### config.mk
export PLATFORM = sky130hd
export DESIGN_NAME = hex_display_top
export DESIGN_NICKNAME = d
export VERILOG_FILES = /design/src/logic/oled_pkg.sv /design/src/logic/hex_pkg.sv /design/src/logic/oled_init_rom.sv /design/src/logic/spi_byte_tx.sv /design/src/logic/hex_renderer.sv /design/src/logic/oled_controller.sv /design/src/logic/hex_display_top.sv
export SDC_FILE = /design/constraint.sdc
export NUM_CORES = 1
export LEC_CHECK = 0
export BUFFER_PORTS_ARGS = -buffer_cell sky130_fd_sc_hd__buf_2
export CORE_MARGIN = 5
export CORE_UTILIZATION = 50
export CTS_CLUSTER_DIAMETER = 40
export DETAILED_ROUTE_END_ITERATION = 10
export PLACE_DENSITY = 0.74
export SLEW_MARGIN = 15
export SYNTH_ARGS = -nofsm -noshare
export SYNTH_HDL_FRONTEND = slang
export SYNTH_SLANG_ARGS = --single-unit
### constraint.sdc
create_clock -name clk -period 8.8 [get_ports clk]
set_input_delay 0.44 -clock clk [delete_from_list [all_inputs] [get_ports clk]]
set_output_delay 0.44 -clock clk [all_outputs]
set_load 0.005 [all_outputs]
### src/logic/oled_pkg.sv
package oled_pkg;

    localparam int PANEL_W = 96;
    localparam int PANEL_H = 64;
    localparam int PIXELS  = PANEL_W * PANEL_H;

    localparam int RESET_LOW_CYCLES  = 40;
    localparam int RESET_WAIT_CYCLES = 40;

    localparam int BYTE_CYCLES = 17; // 16 clocking cycles and one with csn high.

    // column range 0..95, then row range 0..63.
    localparam logic [7:0] WIN_CMDS [6] = '{8'h15, 8'h00, 8'd95, 8'h75, 8'h00, 8'd63};

    localparam int INIT_LEN = 18;

    typedef enum logic [2:0] {
        RST_LOW,
        RST_WAIT,
        INIT,
        WINDOW,
        PIXEL,
        DELAY
    } ctrl_state_e;

    typedef enum logic [1:0] {
        OP_CMD,   // byte with dc low.
        OP_DELAY, // 256 cycle pause.
        OP_END
    } init_op_e;

endpackage

### src/logic/hex_pkg.sv
package hex_pkg;

    localparam int CELL_W = 6;
    localparam int CELL_H = 8;

    localparam int DIGITS_PER_ROW = 16;
    localparam int TEXT_ROWS      = 2;

    // RGB332 colors.
    localparam logic [7:0] FG_EVEN = 8'hFC; // yellow.
    localparam logic [7:0] FG_ODD  = 8'h1F; // cyan.
    localparam logic [7:0] BG      = 8'h00;

endpackage

### src/logic/oled_init_rom.sv
`timescale 1ns/10ps

module oled_init_rom (
    input  logic [4:0]         init_addr,
    output oled_pkg::init_op_e init_op,
    output logic [7:0]         init_data
);
    import oled_pkg::*;

    logic [9:0] entry; // op in the top two bits.

    // start line 0 and normal display mode are panel defaults after resn.
    always_comb
    begin
        case (init_addr)
            5'd0:    entry = {OP_CMD, 8'hAE};   // display off.
            5'd1:    entry = {OP_CMD, 8'hA0};   // remap.
            5'd2:    entry = {OP_CMD, 8'h22};   // x flip, 256 colors.
            5'd3:    entry = {OP_CMD, 8'hA2};   // display offset.
            5'd4:    entry = {OP_CMD, 8'h00};
            5'd5:    entry = {OP_CMD, 8'hA8};   // multiplex ratio.
            5'd6:    entry = {OP_CMD, 8'h3F};
            5'd7:    entry = {OP_CMD, 8'hAD};   // master config.
            5'd8:    entry = {OP_CMD, 8'h8E};   // external vcc.
            5'd9:    entry = {OP_DELAY, 8'h00};
            5'd10:   entry = {OP_CMD, 8'h81};   // contrast A.
            5'd11:   entry = {OP_CMD, 8'h80};
            5'd12:   entry = {OP_CMD, 8'h82};   // contrast B.
            5'd13:   entry = {OP_CMD, 8'h80};
            5'd14:   entry = {OP_CMD, 8'h83};   // contrast C.
            5'd15:   entry = {OP_CMD, 8'h80};
            5'd16:   entry = {OP_CMD, 8'h87};   // master current.
            5'd17:   entry = {OP_CMD, 8'h06};
            5'd18:   entry = {OP_DELAY, 8'h00};
            5'd19:   entry = {OP_CMD, 8'hAF};   // display on.
            default: entry = {OP_END, 8'h00};
        endcase
    end

    assign init_op   = init_op_e'(entry[9:8]);
    assign init_data = entry[7:0];

endmodule

### src/logic/spi_byte_tx.sv
`timescale 1ns/10ps

module spi_byte_tx (
    input  logic       clk,
    input  logic       rst_n,
    input  logic       tx_start,
    input  logic [7:0] tx_byte,
    input  logic       tx_dc,
    output logic       csn,
    output logic       sclk,
    output logic       mosi,
    output logic       dc,
    output logic       tx_done
);
    import oled_pkg::*;

    logic       active;
    logic [4:0] phase;
    logic [7:0] shreg;

    always_ff @(posedge clk or negedge rst_n)
    begin
        if (!rst_n)
        begin
            active <= 1'b0;
            phase  <= 5'd0;
            shreg  <= 8'h00;
            dc     <= 1'b0;
        end
        else if (tx_start)
        begin
            active <= 1'b1;
            phase  <= 5'd0;
            shreg  <= tx_byte;
            dc     <= tx_dc;
        end
        else if (active)
        begin
            phase <= phase + 5'd1;
            if (tx_done)
                active <= 1'b0;
            if (!phase[4] && phase[0])
                shreg <= {shreg[6:0], 1'b0}; // next bit on the falling edge.
        end
    end

    assign csn     = !active || phase[4];
    assign sclk    = active && !phase[4] && phase[0];
    assign mosi    = shreg[7];
    assign tx_done = active && (phase == 5'(BYTE_CYCLES - 1));

endmodule

### src/logic/hex_renderer.sv
`timescale 1ns/10ps

module hex_renderer (
    input  logic         clk,
    input  logic         rst_n,
    input  logic         px_req,
    input  logic [6:0]   px_x,
    input  logic [5:0]   px_y,
    input  logic [127:0] frame_word,
    output logic [7:0]   px_color
);
    import hex_pkg::*;

    logic [3:0]  cell_col;
    logic [2:0]  cell_x;
    logic [2:0]  text_row;
    logic [2:0]  cell_y;
    logic [3:0]  nib_idx;
    logic [63:0] half;
    logic [3:0]  nib;
    logic [34:0] glyph;
    logic [5:0]  bit_idx;
    logic        glyph_bit;

    // 5x7 glyphs, top row in the high bits, leftmost column first.
    function automatic logic [34:0] font(input logic [3:0] digit);
        case (digit)
            4'h0:    font = {5'h0E, 5'h11, 5'h13, 5'h15, 5'h19, 5'h11, 5'h0E};
            4'h1:    font = {5'h04, 5'h0C, 5'h04, 5'h04, 5'h04, 5'h04, 5'h0E};
            4'h2:    font = {5'h0E, 5'h11, 5'h01, 5'h02, 5'h04, 5'h08, 5'h1F};
            4'h3:    font = {5'h1F, 5'h02, 5'h04, 5'h02, 5'h01, 5'h11, 5'h0E};
            4'h4:    font = {5'h02, 5'h06, 5'h0A, 5'h12, 5'h1F, 5'h02, 5'h02};
            4'h5:    font = {5'h1F, 5'h10, 5'h1E, 5'h01, 5'h01, 5'h11, 5'h0E};
            4'h6:    font = {5'h06, 5'h08, 5'h10, 5'h1E, 5'h11, 5'h11, 5'h0E};
            4'h7:    font = {5'h1F, 5'h01, 5'h02, 5'h04, 5'h08, 5'h08, 5'h08};
            4'h8:    font = {5'h0E, 5'h11, 5'h11, 5'h0E, 5'h11, 5'h11, 5'h0E};
            4'h9:    font = {5'h0E, 5'h11, 5'h11, 5'h0F, 5'h01, 5'h02, 5'h0C};
            4'hA:    font = {5'h0E, 5'h11, 5'h11, 5'h11, 5'h1F, 5'h11, 5'h11};
            4'hB:    font = {5'h1E, 5'h11, 5'h11, 5'h1E, 5'h11, 5'h11, 5'h1E};
            4'hC:    font = {5'h0E, 5'h11, 5'h10, 5'h10, 5'h10, 5'h11, 5'h0E};
            4'hD:    font = {5'h1C, 5'h12, 5'h11, 5'h11, 5'h11, 5'h12, 5'h1C};
            4'hE:    font = {5'h1F, 5'h10, 5'h10, 5'h1E, 5'h10, 5'h10, 5'h1F};
            default: font = {5'h1F, 5'h10, 5'h10, 5'h1E, 5'h10, 5'h10, 5'h10};
        endcase
    endfunction

    always_comb
    begin
        cell_col = 4'(px_x / CELL_W);
        cell_x   = 3'(px_x % CELL_W);
        text_row = 3'(px_y / CELL_H);
        cell_y   = 3'(px_y % CELL_H);

        half    = text_row[0] ? frame_word[127:64] : frame_word[63:0];
        nib_idx = 4'(DIGITS_PER_ROW - 1) - cell_col; // digit 0 is the top nibble.
        nib     = half[{nib_idx, 2'b00} +: 4];

        glyph   = font(nib);
        bit_idx = 6'd34 - (6'(cell_y) * 6'd5 + 6'(cell_x));

        // spacing column, spacing row and rows without text stay dark.
        if (cell_x < 3'd5 && cell_y < 3'd7 && text_row < 3'(TEXT_ROWS))
            glyph_bit = glyph[bit_idx];
        else
            glyph_bit = 1'b0;
    end

    always_ff @(posedge clk or negedge rst_n)
    begin
        if (!rst_n)
            px_color <= BG;
        else if (px_req)
            px_color <= glyph_bit ? (cell_col[0] ? FG_ODD : FG_EVEN) : BG;
    end

endmodule

### src/logic/oled_controller.sv
`timescale 1ns/10ps

module oled_controller (
    input  logic               clk,
    input  logic               rst_n,
    input  logic               tx_done,
    input  oled_pkg::init_op_e init_op,
    input  logic [7:0]         init_data,
    output logic               resn,
    output logic               tx_start,
    output logic [7:0]         tx_byte,
    output logic               tx_dc,
    output logic [4:0]         init_addr,
    output logic               px_req,
    output logic [6:0]         px_x,
    output logic [5:0]         px_y,
    output logic               frame_start
);
    import oled_pkg::*;

    ctrl_state_e state;
    logic [7:0]  cnt;     // shared by reset timing and init pauses.
    logic [2:0]  win_idx;
    logic        busy;    // a byte is on the wire.
    logic        px_pend; // color arrives this cycle.
    logic        go;

    always_comb
    begin
        go          = !busy || tx_done;
        tx_start    = 1'b0;
        tx_byte     = 8'h00; // pixel bytes come from the renderer.
        tx_dc       = 1'b0;
        px_req      = 1'b0;
        frame_start = 1'b0;
        case (state)
            INIT:
                if (go)
                begin
                    if (init_op == OP_CMD)
                    begin
                        tx_start = 1'b1;
                        tx_byte  = init_data;
                    end
                    else if (init_op == OP_END)
                        frame_start = 1'b1;
                end
            WINDOW:
                if (go)
                begin
                    if (win_idx < 3'd6)
                    begin
                        tx_start = 1'b1;
                        tx_byte  = WIN_CMDS[win_idx];
                    end
                    else
                        px_req = 1'b1;
                end
            PIXEL:
            begin
                tx_dc = 1'b1;
                if (px_pend)
                    tx_start = 1'b1;
                else if (tx_done)
                begin
                    if (px_x == 7'd0 && px_y == 6'd0)
                        frame_start = 1'b1; // counters wrapped, frame complete.
                    else
                        px_req = 1'b1;
                end
            end
            default: ;
        endcase
    end

    always_ff @(posedge clk or negedge rst_n)
    begin
        if (!rst_n)
        begin
            state     <= RST_LOW;
            cnt       <= 8'd0;
            resn      <= 1'b0;
            init_addr <= 5'd0;
            win_idx   <= 3'd0;
            busy      <= 1'b0;
            px_pend   <= 1'b0;
            px_x      <= 7'd0;
            px_y      <= 6'd0;
        end
        else
        begin
            if (tx_start)
                busy <= 1'b1;
            else if (tx_done)
                busy <= 1'b0;
            px_pend <= px_req;

            case (state)
                RST_LOW:
                    if (cnt == 8'(RESET_LOW_CYCLES - 1))
                    begin
                        cnt   <= 8'd0;
                        resn  <= 1'b1;
                        state <= RST_WAIT;
                    end
                    else
                        cnt <= cnt + 8'd1;
                RST_WAIT:
                    if (cnt == 8'(RESET_WAIT_CYCLES - 1))
                    begin
                        cnt   <= 8'd0;
                        state <= INIT;
                    end
                    else
                        cnt <= cnt + 8'd1;
                INIT:
                    if (tx_start)
                        init_addr <= init_addr + 5'd1;
                    else if (go && init_op == OP_DELAY)
                    begin
                        init_addr <= init_addr + 5'd1;
                        cnt       <= 8'd0;
                        state     <= DELAY;
                    end
                    else if (frame_start)
                    begin
                        win_idx <= 3'd0;
                        state   <= WINDOW;
                    end
                DELAY:
                begin
                    cnt <= cnt + 8'd1;
                    if (cnt == 8'hFF)
                        state <= INIT;
                end
                WINDOW:
                    if (tx_start)
                        win_idx <= win_idx + 3'd1;
                    else if (px_req)
                        state <= PIXEL;
                PIXEL:
                    if (px_pend)
                    begin
                        if (px_x == 7'(PANEL_W - 1))
                        begin
                            px_x <= 7'd0;
                            px_y <= (px_y == 6'(PANEL_H - 1)) ? 6'd0 : px_y + 6'd1;
                        end
                        else
                            px_x <= px_x + 7'd1;
                    end
                    else if (frame_start)
                    begin
                        win_idx <= 3'd0;
                        state   <= WINDOW;
                    end
                default:
                    state <= RST_LOW;
            endcase
        end
    end

endmodule

### src/logic/hex_display_top.sv
`timescale 1ns/10ps

module hex_display_top (
    input  logic       clk,
    input  logic       rst_n,
    input  logic [6:0] btn,
    output logic       oled_csn,
    output logic       oled_clk,
    output logic       oled_mosi,
    output logic       oled_dc,
    output logic       oled_resn
);
    import oled_pkg::*;

    init_op_e     init_op;
    logic [7:0]   init_data;
    logic [4:0]   init_addr;
    logic         tx_start;
    logic [7:0]   cmd_byte;
    logic [7:0]   spi_byte;
    logic         tx_dc;
    logic         tx_done;
    logic         px_req;
    logic [6:0]   px_x;
    logic [5:0]   px_y;
    logic [7:0]   px_color;
    logic         frame_start;
    logic [63:0]  frame_cnt;
    logic [63:0]  next_cnt;
    logic [63:0]  btn_word;
    logic [127:0] frame_word;

    always_comb
    begin
        btn_word = 64'd0;
        for (int i = 0; i < 7; i++)
            btn_word[i * 4] = btn[i]; // one button per nibble.
    end

    assign next_cnt = frame_cnt + 64'd1;

    always_ff @(posedge clk or negedge rst_n)
    begin
        if (!rst_n)
            frame_cnt <= 64'd0;
        else if (frame_start)
            frame_cnt <= next_cnt;
    end

    // held for the whole frame.
    always_ff @(posedge clk)
    begin
        if (frame_start)
            frame_word <= {next_cnt, btn_word};
    end

    assign spi_byte = tx_dc ? px_color : cmd_byte;

    oled_controller u_ctrl (
        .clk         (clk),
        .rst_n       (rst_n),
        .tx_done     (tx_done),
        .init_op     (init_op),
        .init_data   (init_data),
        .resn        (oled_resn),
        .tx_start    (tx_start),
        .tx_byte     (cmd_byte),
        .tx_dc       (tx_dc),
        .init_addr   (init_addr),
        .px_req      (px_req),
        .px_x        (px_x),
        .px_y        (px_y),
        .frame_start (frame_start)
    );

    oled_init_rom u_rom (
        .init_addr (init_addr),
        .init_op   (init_op),
        .init_data (init_data)
    );

    hex_renderer u_render (
        .clk        (clk),
        .rst_n      (rst_n),
        .px_req     (px_req),
        .px_x       (px_x),
        .px_y       (px_y),
        .frame_word (frame_word),
        .px_color   (px_color)
    );

    spi_byte_tx u_spi (
        .clk      (clk),
        .rst_n    (rst_n),
        .tx_start (tx_start),
        .tx_byte  (spi_byte),
        .tx_dc    (tx_dc),
        .csn      (oled_csn),
        .sclk     (oled_clk),
        .mosi     (oled_mosi),
        .dc       (oled_dc),
        .tx_done  (tx_done)
    );

endmodule

Word-level counts from Yosys, hierarchy flattened
Memory sizes are Yosys's and may differ from the RTL's.
Index checks and enable logic that the tools add are counted.

word-level totals
  word-level logic and storage cells = 162
  memory bits (read-only) = 912
  memories kept = 3
  bits in registers = 193
  input bits = 9

operators by class
  mux-type cells = 68
  $add $sub $neg = 10
  shift-type cells = 1
  $mul = 1
  bitwise gates (word level) = 1
  magnitude comparators = 6
  equal/unequal tests = 22
  reduce and logical (&&, ||, !) cells = 32
  div/mod/pow operators = 2

memories
  name             words  width  read ports  clocked after Yosys merged registers in  wr ports  line                   RTL
  (no name shown)  16     35     1           0                                        0         hex_renderer.sv:27     case (digit)
  (no name shown)  32     9      1           0                                        0         oled_init_rom.sv:15    case (init_addr)
  (no name shown)  8      8      1           0                                        0         oled_controller.sv:54  tx_byte = WIN_CMDS[win_idx];

operator list
  cell                                                                   count
  8-bit two-way mux                                                      15
  64-bit by 1-bit adder with 64-bit output, second input constant        1
  64-bit two-way mux                                                     1
  64-bit by 7-bit indexed part select with 4-bit output                  1
  3-bit two-way mux                                                      14
  7-bit by 3-bit divider with 32-bit output, second input constant       1
  7-bit by 3-bit modulo with 32-bit output, second input constant        1
  1-bit two-way mux                                                      24
  8-bit case mux with 3 select lines                                     1
  5-bit two-way mux                                                      4
  3-bit case mux with 6 select lines                                     1
  8-bit case mux with 2 select lines                                     1
  5-bit by 1-bit adder with 5-bit output, second input constant          2
  2-bit by 1-bit != test with 1-bit output, second input constant        5
  2-bit != test, second input constant                                   5
  3-bit < comparator, second input constant                              3
  3-bit case mux with 3 select lines                                     1
  8-bit by 1-bit adder with 8-bit output, second input constant          1
  8-bit by 6-bit equality test with 1-bit output, second input constant  1
  8-bit equality test, second input constant                             1
  1-bit logical AND                                                      8
  2-bit AND reduction                                                    4
  2-bit nonzero test                                                     4
  7-bit by 1-bit adder with 7-bit output, second input constant          1
  other kinds (34)                                                       42

Logic depth before layout (Yosys ltp)
  depth in word-level cells = 10
  mapped depth = 23

Hierarchy
Synthesis repeated with hierarchy kept, for this count alone.

second synthesis, totals
  cells, all modules = 1333
  area, all modules = 12972.4 um^2

by module, submodules not included
  module           cells each  area each (um^2)  times used
  hex_display_top  560         6498.7            1
  hex_renderer     406         3141.8            1
  oled_controller  245         2189.6            1
  spi_byte_tx      75          788.3             1
  oled_init_rom    47          354.1             1

Worst setup path after synthesis
No wires, ideal clock.

  path kind = register to register
  start point = register u_ctrl.px_x[5]
  end point = register u_render.px_color[1]
  stages on the path, launching flop included = 21
  setup time = 127 ps
  clock period less this slack = 4918 ps
  arrival = 4790 ps
  setup slack = 3882 ps
  path through = dfrtp_1 buf_4 clkbuf_1 ha_1 nand3b_2 a31oi_1 a21boi_4 a21oi_2 nor2_4 mux4_2 a311oi_2 a2bb2oi_4 ha_1 buf_1 inv_1 and4_1 nor4_1 a211oi_1 a311o_1 a31oi_1 o21ai_1

on the way
  cells in the longest elaborated chain, start to end = 8
  elaborated cells on any way between the ends = 21
  classes of those cells = add/sub (3); div (2); order compare (1); shift (1); mux (9); reduce/logical (4); memory (1)

ends and longest elaborated chain
  element                                                line                    RTL
  from (decl)                                            oled_controller.sv:15   output logic [6:0] px_x,
  from (signal assigned)                                 oled_controller.sv:150  px_x <= px_x + 7'd1;
  7-bit by 3-bit divider with 32-bit output              hex_renderer.sv:49      cell_col = 4'(px_x / CELL_W);
  4-bit subtractor                                       hex_renderer.sv:55      nib_idx = 4'(DIGITS_PER_ROW - 1) - cell_col;
  64-bit by 7-bit indexed part select with 4-bit output  hex_renderer.sv:56      nib = half[{nib_idx, 2'b00} +: 4];
  memory read 16 x 35 bit                                --
  1-bit binary-select mux with 6-bit select              hex_renderer.sv:63      glyph_bit = glyph[bit_idx];
  1-bit two-way mux (implied by the code)                hex_renderer.sv:63
  1-bit two-way mux                                      hex_renderer.sv:62      if (cell_x < 3'd5 && cell_y < 3'd7 && text_row < 3'(TEXT_ROWS))
  8-bit two-way mux                                      hex_renderer.sv:73      px_color <= glyph_bit ? (cell_col[0] ? FG_ODD : FG_EVEN) : BG;
  to (signal assigned)                                   hex_renderer.sv:73
  to (decl)                                              hex_renderer.sv:10      output logic [7:0] px_color

Parallel ways exist; a longest one is shown, timed or not. The select of a mux whose other input is x is not followed.
A chain may end at the register's enable or synchronous reset.

Worst setup path after layout
  start point = register u_ctrl.px_x[6]
  end point = register u_render.px_color[6]

Same word-level chain as after synthesis.

==> run metrics <==
status=finished clean; Gate Count Post-Synth=1,185; Post-CTS Setup Inserts=0; reg-to-reg endpoint=u_render.px_color[6]; GP Congestion=0.917; r2r setup slk=2.54 ns; width of the die=161 µm; RSZ-0062 raised after global routing=false; vias in the first global route=8,228; Max Buffers Root-to-Sink=2; P&R area growth vs syn=7.65%; largest family of logic cells by synthesized area=simple AND/OR/NAND/NOR gates; Compound-Gate Fraction of Synth Area=13.1%; pwr dens=141 mW/mm²; Least-Margin Pin Slew=0.951 ns; Slew Limit Fails=0; H-tree depth=4; clock tree sinks=188; Setup Crit Path Kind=reg -> reg; Avg Cell Area, Syn=9.64 µm²; fraction of registers with async set/reset=62.2%; post-synthesis mux area share=4.08%; boundary pin count=14; antenna violations before repair=0; DP HPWL=17,200 µm; Period minus WS final=6.26 ns; number of flops mapped to enable cells by yosys=71; post_cts resized=0; maxcap violations=0; num rows=55; Critical Path Start Type=flip-flop; Rel. slew slack=36.3%; maximum vdd drop=0.110 mV; clk root buf=clkbuf_16; XOR/XNOR Fraction of Synth Area=11.1%; drt pass-1 iters=6; sequential fraction of the synthesis area=44.3%; cts bufs inserted=17; die area=0.0260 mm²; Syn Std Cell Area=0.0114 mm²; Iter 0 DRT Violations=732; clk_lat worst skew=0.45 ns; WP data required=9.12 ns; Yosys warning count=0; total negative slack=0 ns; post-synth cell types=92; Critical Path End Type=flip-flop; Hold WS=0.0240 ns; DR vias/cell=5.87; Final Core Density=54.5%; PortBufs=13; CORE AREA=0.0226 mm²; Synth Area in Adders=4.62%; Tcrit/Tclk final=71.1%; Clock transition at path regs=0.08 ns; CTS tree=built; final hold vios=0; DRT Wirelength=24,500 µm; # hold bufs at CTS=0; Worst Path Arrival=6.58 ns; Worst Path Max Fanout=25; wire length of the first global-routing pass=41,400 µm; Synth Register Bits=188; Fmax=160 MHz; final-stage net count=1,217; number of setup violations in the final report=0; wire per inst=16.7 µm; initial core utilization=50.6%; Clock Skew=0.0135 ns; Mapped Nets=1,235; P_leak=0.00500 µW; proportion of layout cells with a drive suffix above 1=7.20%; die height=161 µm; Worst Hold Class=in -> async; n_diodes=0; total gr overflow=0; reg-to-reg startpoint=u_ctrl.px_x[6]; largest net degree at the start of global routing=74; top_reg_cell synth=dfrtp_1; Synth Area in Simple Gates=18.9%; # DRC=0; via count=8,605; GR Util All Layers=19.2%; ANT nets after route=0; cells on worst reg2reg path=18
[synthesized netlist by cell type (11+ instances only)]
cell type  number  share of area, %
a211oi_1       12              0.79
a21oi_1        36               1.6
a31oi_1        16              0.88
and3_1         24               1.3
clkbuf_1       39               1.3
dfrtp_1       117                26
edfxtp_1       71                19
ha_1           39               4.3
inv_1          44               1.4
mux2i_1        33               2.9
nand2_1       145               4.8
nand2b_1       11              0.60
nand3_1        61               2.7
nand4_1        24               1.3
nor2_1        123               4.0
nor3_1         15              0.66
o21ai_0        42               1.8
xnor2_1        78               6.0
xor2_1         67               5.1
[sequential cells by signal, summed over array words and instances, names as in the netlist]
name	flops
frame_cnt	64
frame_word	71
u_ctrl.busy	1
u_ctrl.cnt	8
u_ctrl.init_addr	5
u_ctrl.px_pend	1
u_ctrl.px_x	7
u_ctrl.px_y	6
u_ctrl.resn	1
u_ctrl.state	3
u_ctrl.win_idx	3
u_render.px_color	3
u_spi.active	1
u_spi.dc	1
u_spi.phase	5
u_spi.shreg	8
[placed cells by master, fill, tap and decap left out, types with 33 or more instances in the layout]
master | netlist | final
a21oi_1 | 36 | 36
dfrtp_1 | 117 | 117
edfxtp_1 | 71 | 71
ha_1 | 39 | 39
inv_1 | 44 | 44
mux2i_1 | 33 | 33
nand2_1 | 145 | 145
nand3_1 | 61 | 61
nor2_1 | 123 | 122
o21ai_0 | 42 | 42
xnor2_1 | 78 | 78
xor2_1 | 67 | 67
[power by group]
| group | leakage, µW | internal, µW | switching, µW |
|---|---|---|---|
| clock | 0.000309 | 401 | 419 |
| sequential | 0.00212 | 903 | 0 |
| combinational | 0.00257 | 1.61 | 10.6 |
| total | 0.00500 | 1310 | 430 |
[routing by layer]
metal | GRT usage, % | part of all wire (%)
met2 | 30.4 | 47
met3 | 3.70 | 5.0
met5 | 0 | 0
met4 | 5.74 | 1.9
met1 | 27.0 | 46
[worst max-delay path, stage by stage, from the launching register on]
cell,delay [ns]
dfrtp_1,0.78
ha_1,0.40
nand3b_2,0.28
a31oi_1,0.34
a21boi_4,0.29
o211ai_1,0.41
nand2_2,0.39
mux4_2,0.55
mux2i_1,0.36
nand2_1,0.28
inv_1,0.22
ha_1,0.25
inv_1,0.07
mux2_1,0.29
a2111oi_0,0.42
and4_1,0.26
o32ai_1,0.10
a31oi_1,0.33
o21ai_1,0.10
[worst max path at each step]
stage,from,to,slack (ns),cells after the start
3_3_place_gp,u_ctrl.px_x[6],u_render.px_color[1],2.91,18
6_report,u_ctrl.px_x[6],u_render.px_color[6],2.54,18
2_1_floorplan,u_ctrl.px_x[5],u_render.px_color[1],3.88,20
4_1_cts,u_ctrl.px_x[6],u_render.px_color[6],2.69,18
5_1_grt,u_ctrl.px_x[6],u_render.px_color[1],2.10,18
3_5_place_dp,u_ctrl.px_x[6],u_render.px_color[6],2.70,18
[kinds of logic (layout without fill, tap and decap cells)]
logic type | Yosys count | after routing
and+or+nand+nor | 456 | 456
AOI/OAI and AO/OA | 209 | 209
adders and majority gates | 41 | 41
buffers and inverters | 106 | 101
DFF | 188 | 188
muxes | 40 | 40
xor gates and xnor gates | 145 | 145
[through the flow]
step | total power, µW | setup slack (ns) | instance area, µm² | std cells
floorplan | 922 | 3.88 | 11400 | 1185
global placement | 935 | 2.91 | 11600 | 1433
detailed placement | 935 | 2.70 | 11600 | 1433
CTS | 1750 | 2.69 | 12300 | 1465
global route | 1790 | 2.10 | 12300 | 1465
finish | 1740 | 2.54 | 12300 | 1465
[area by class of cell]
| type | count | area (µm²) |
|---|---|---|
| clock inverter | 15 | 220 |
| clock buffer | 17 | 425 |
| sequential | 188 | 5060 |
| fill | 1914 | 10300 |
| timing repair buffer | 20 | 120 |
| inverter | 49 | 185 |
| multi-input combinational | 891 | 5930 |
| tap | 285 | 357 |
Note: power is estimated with default switching activity, not from simulation.
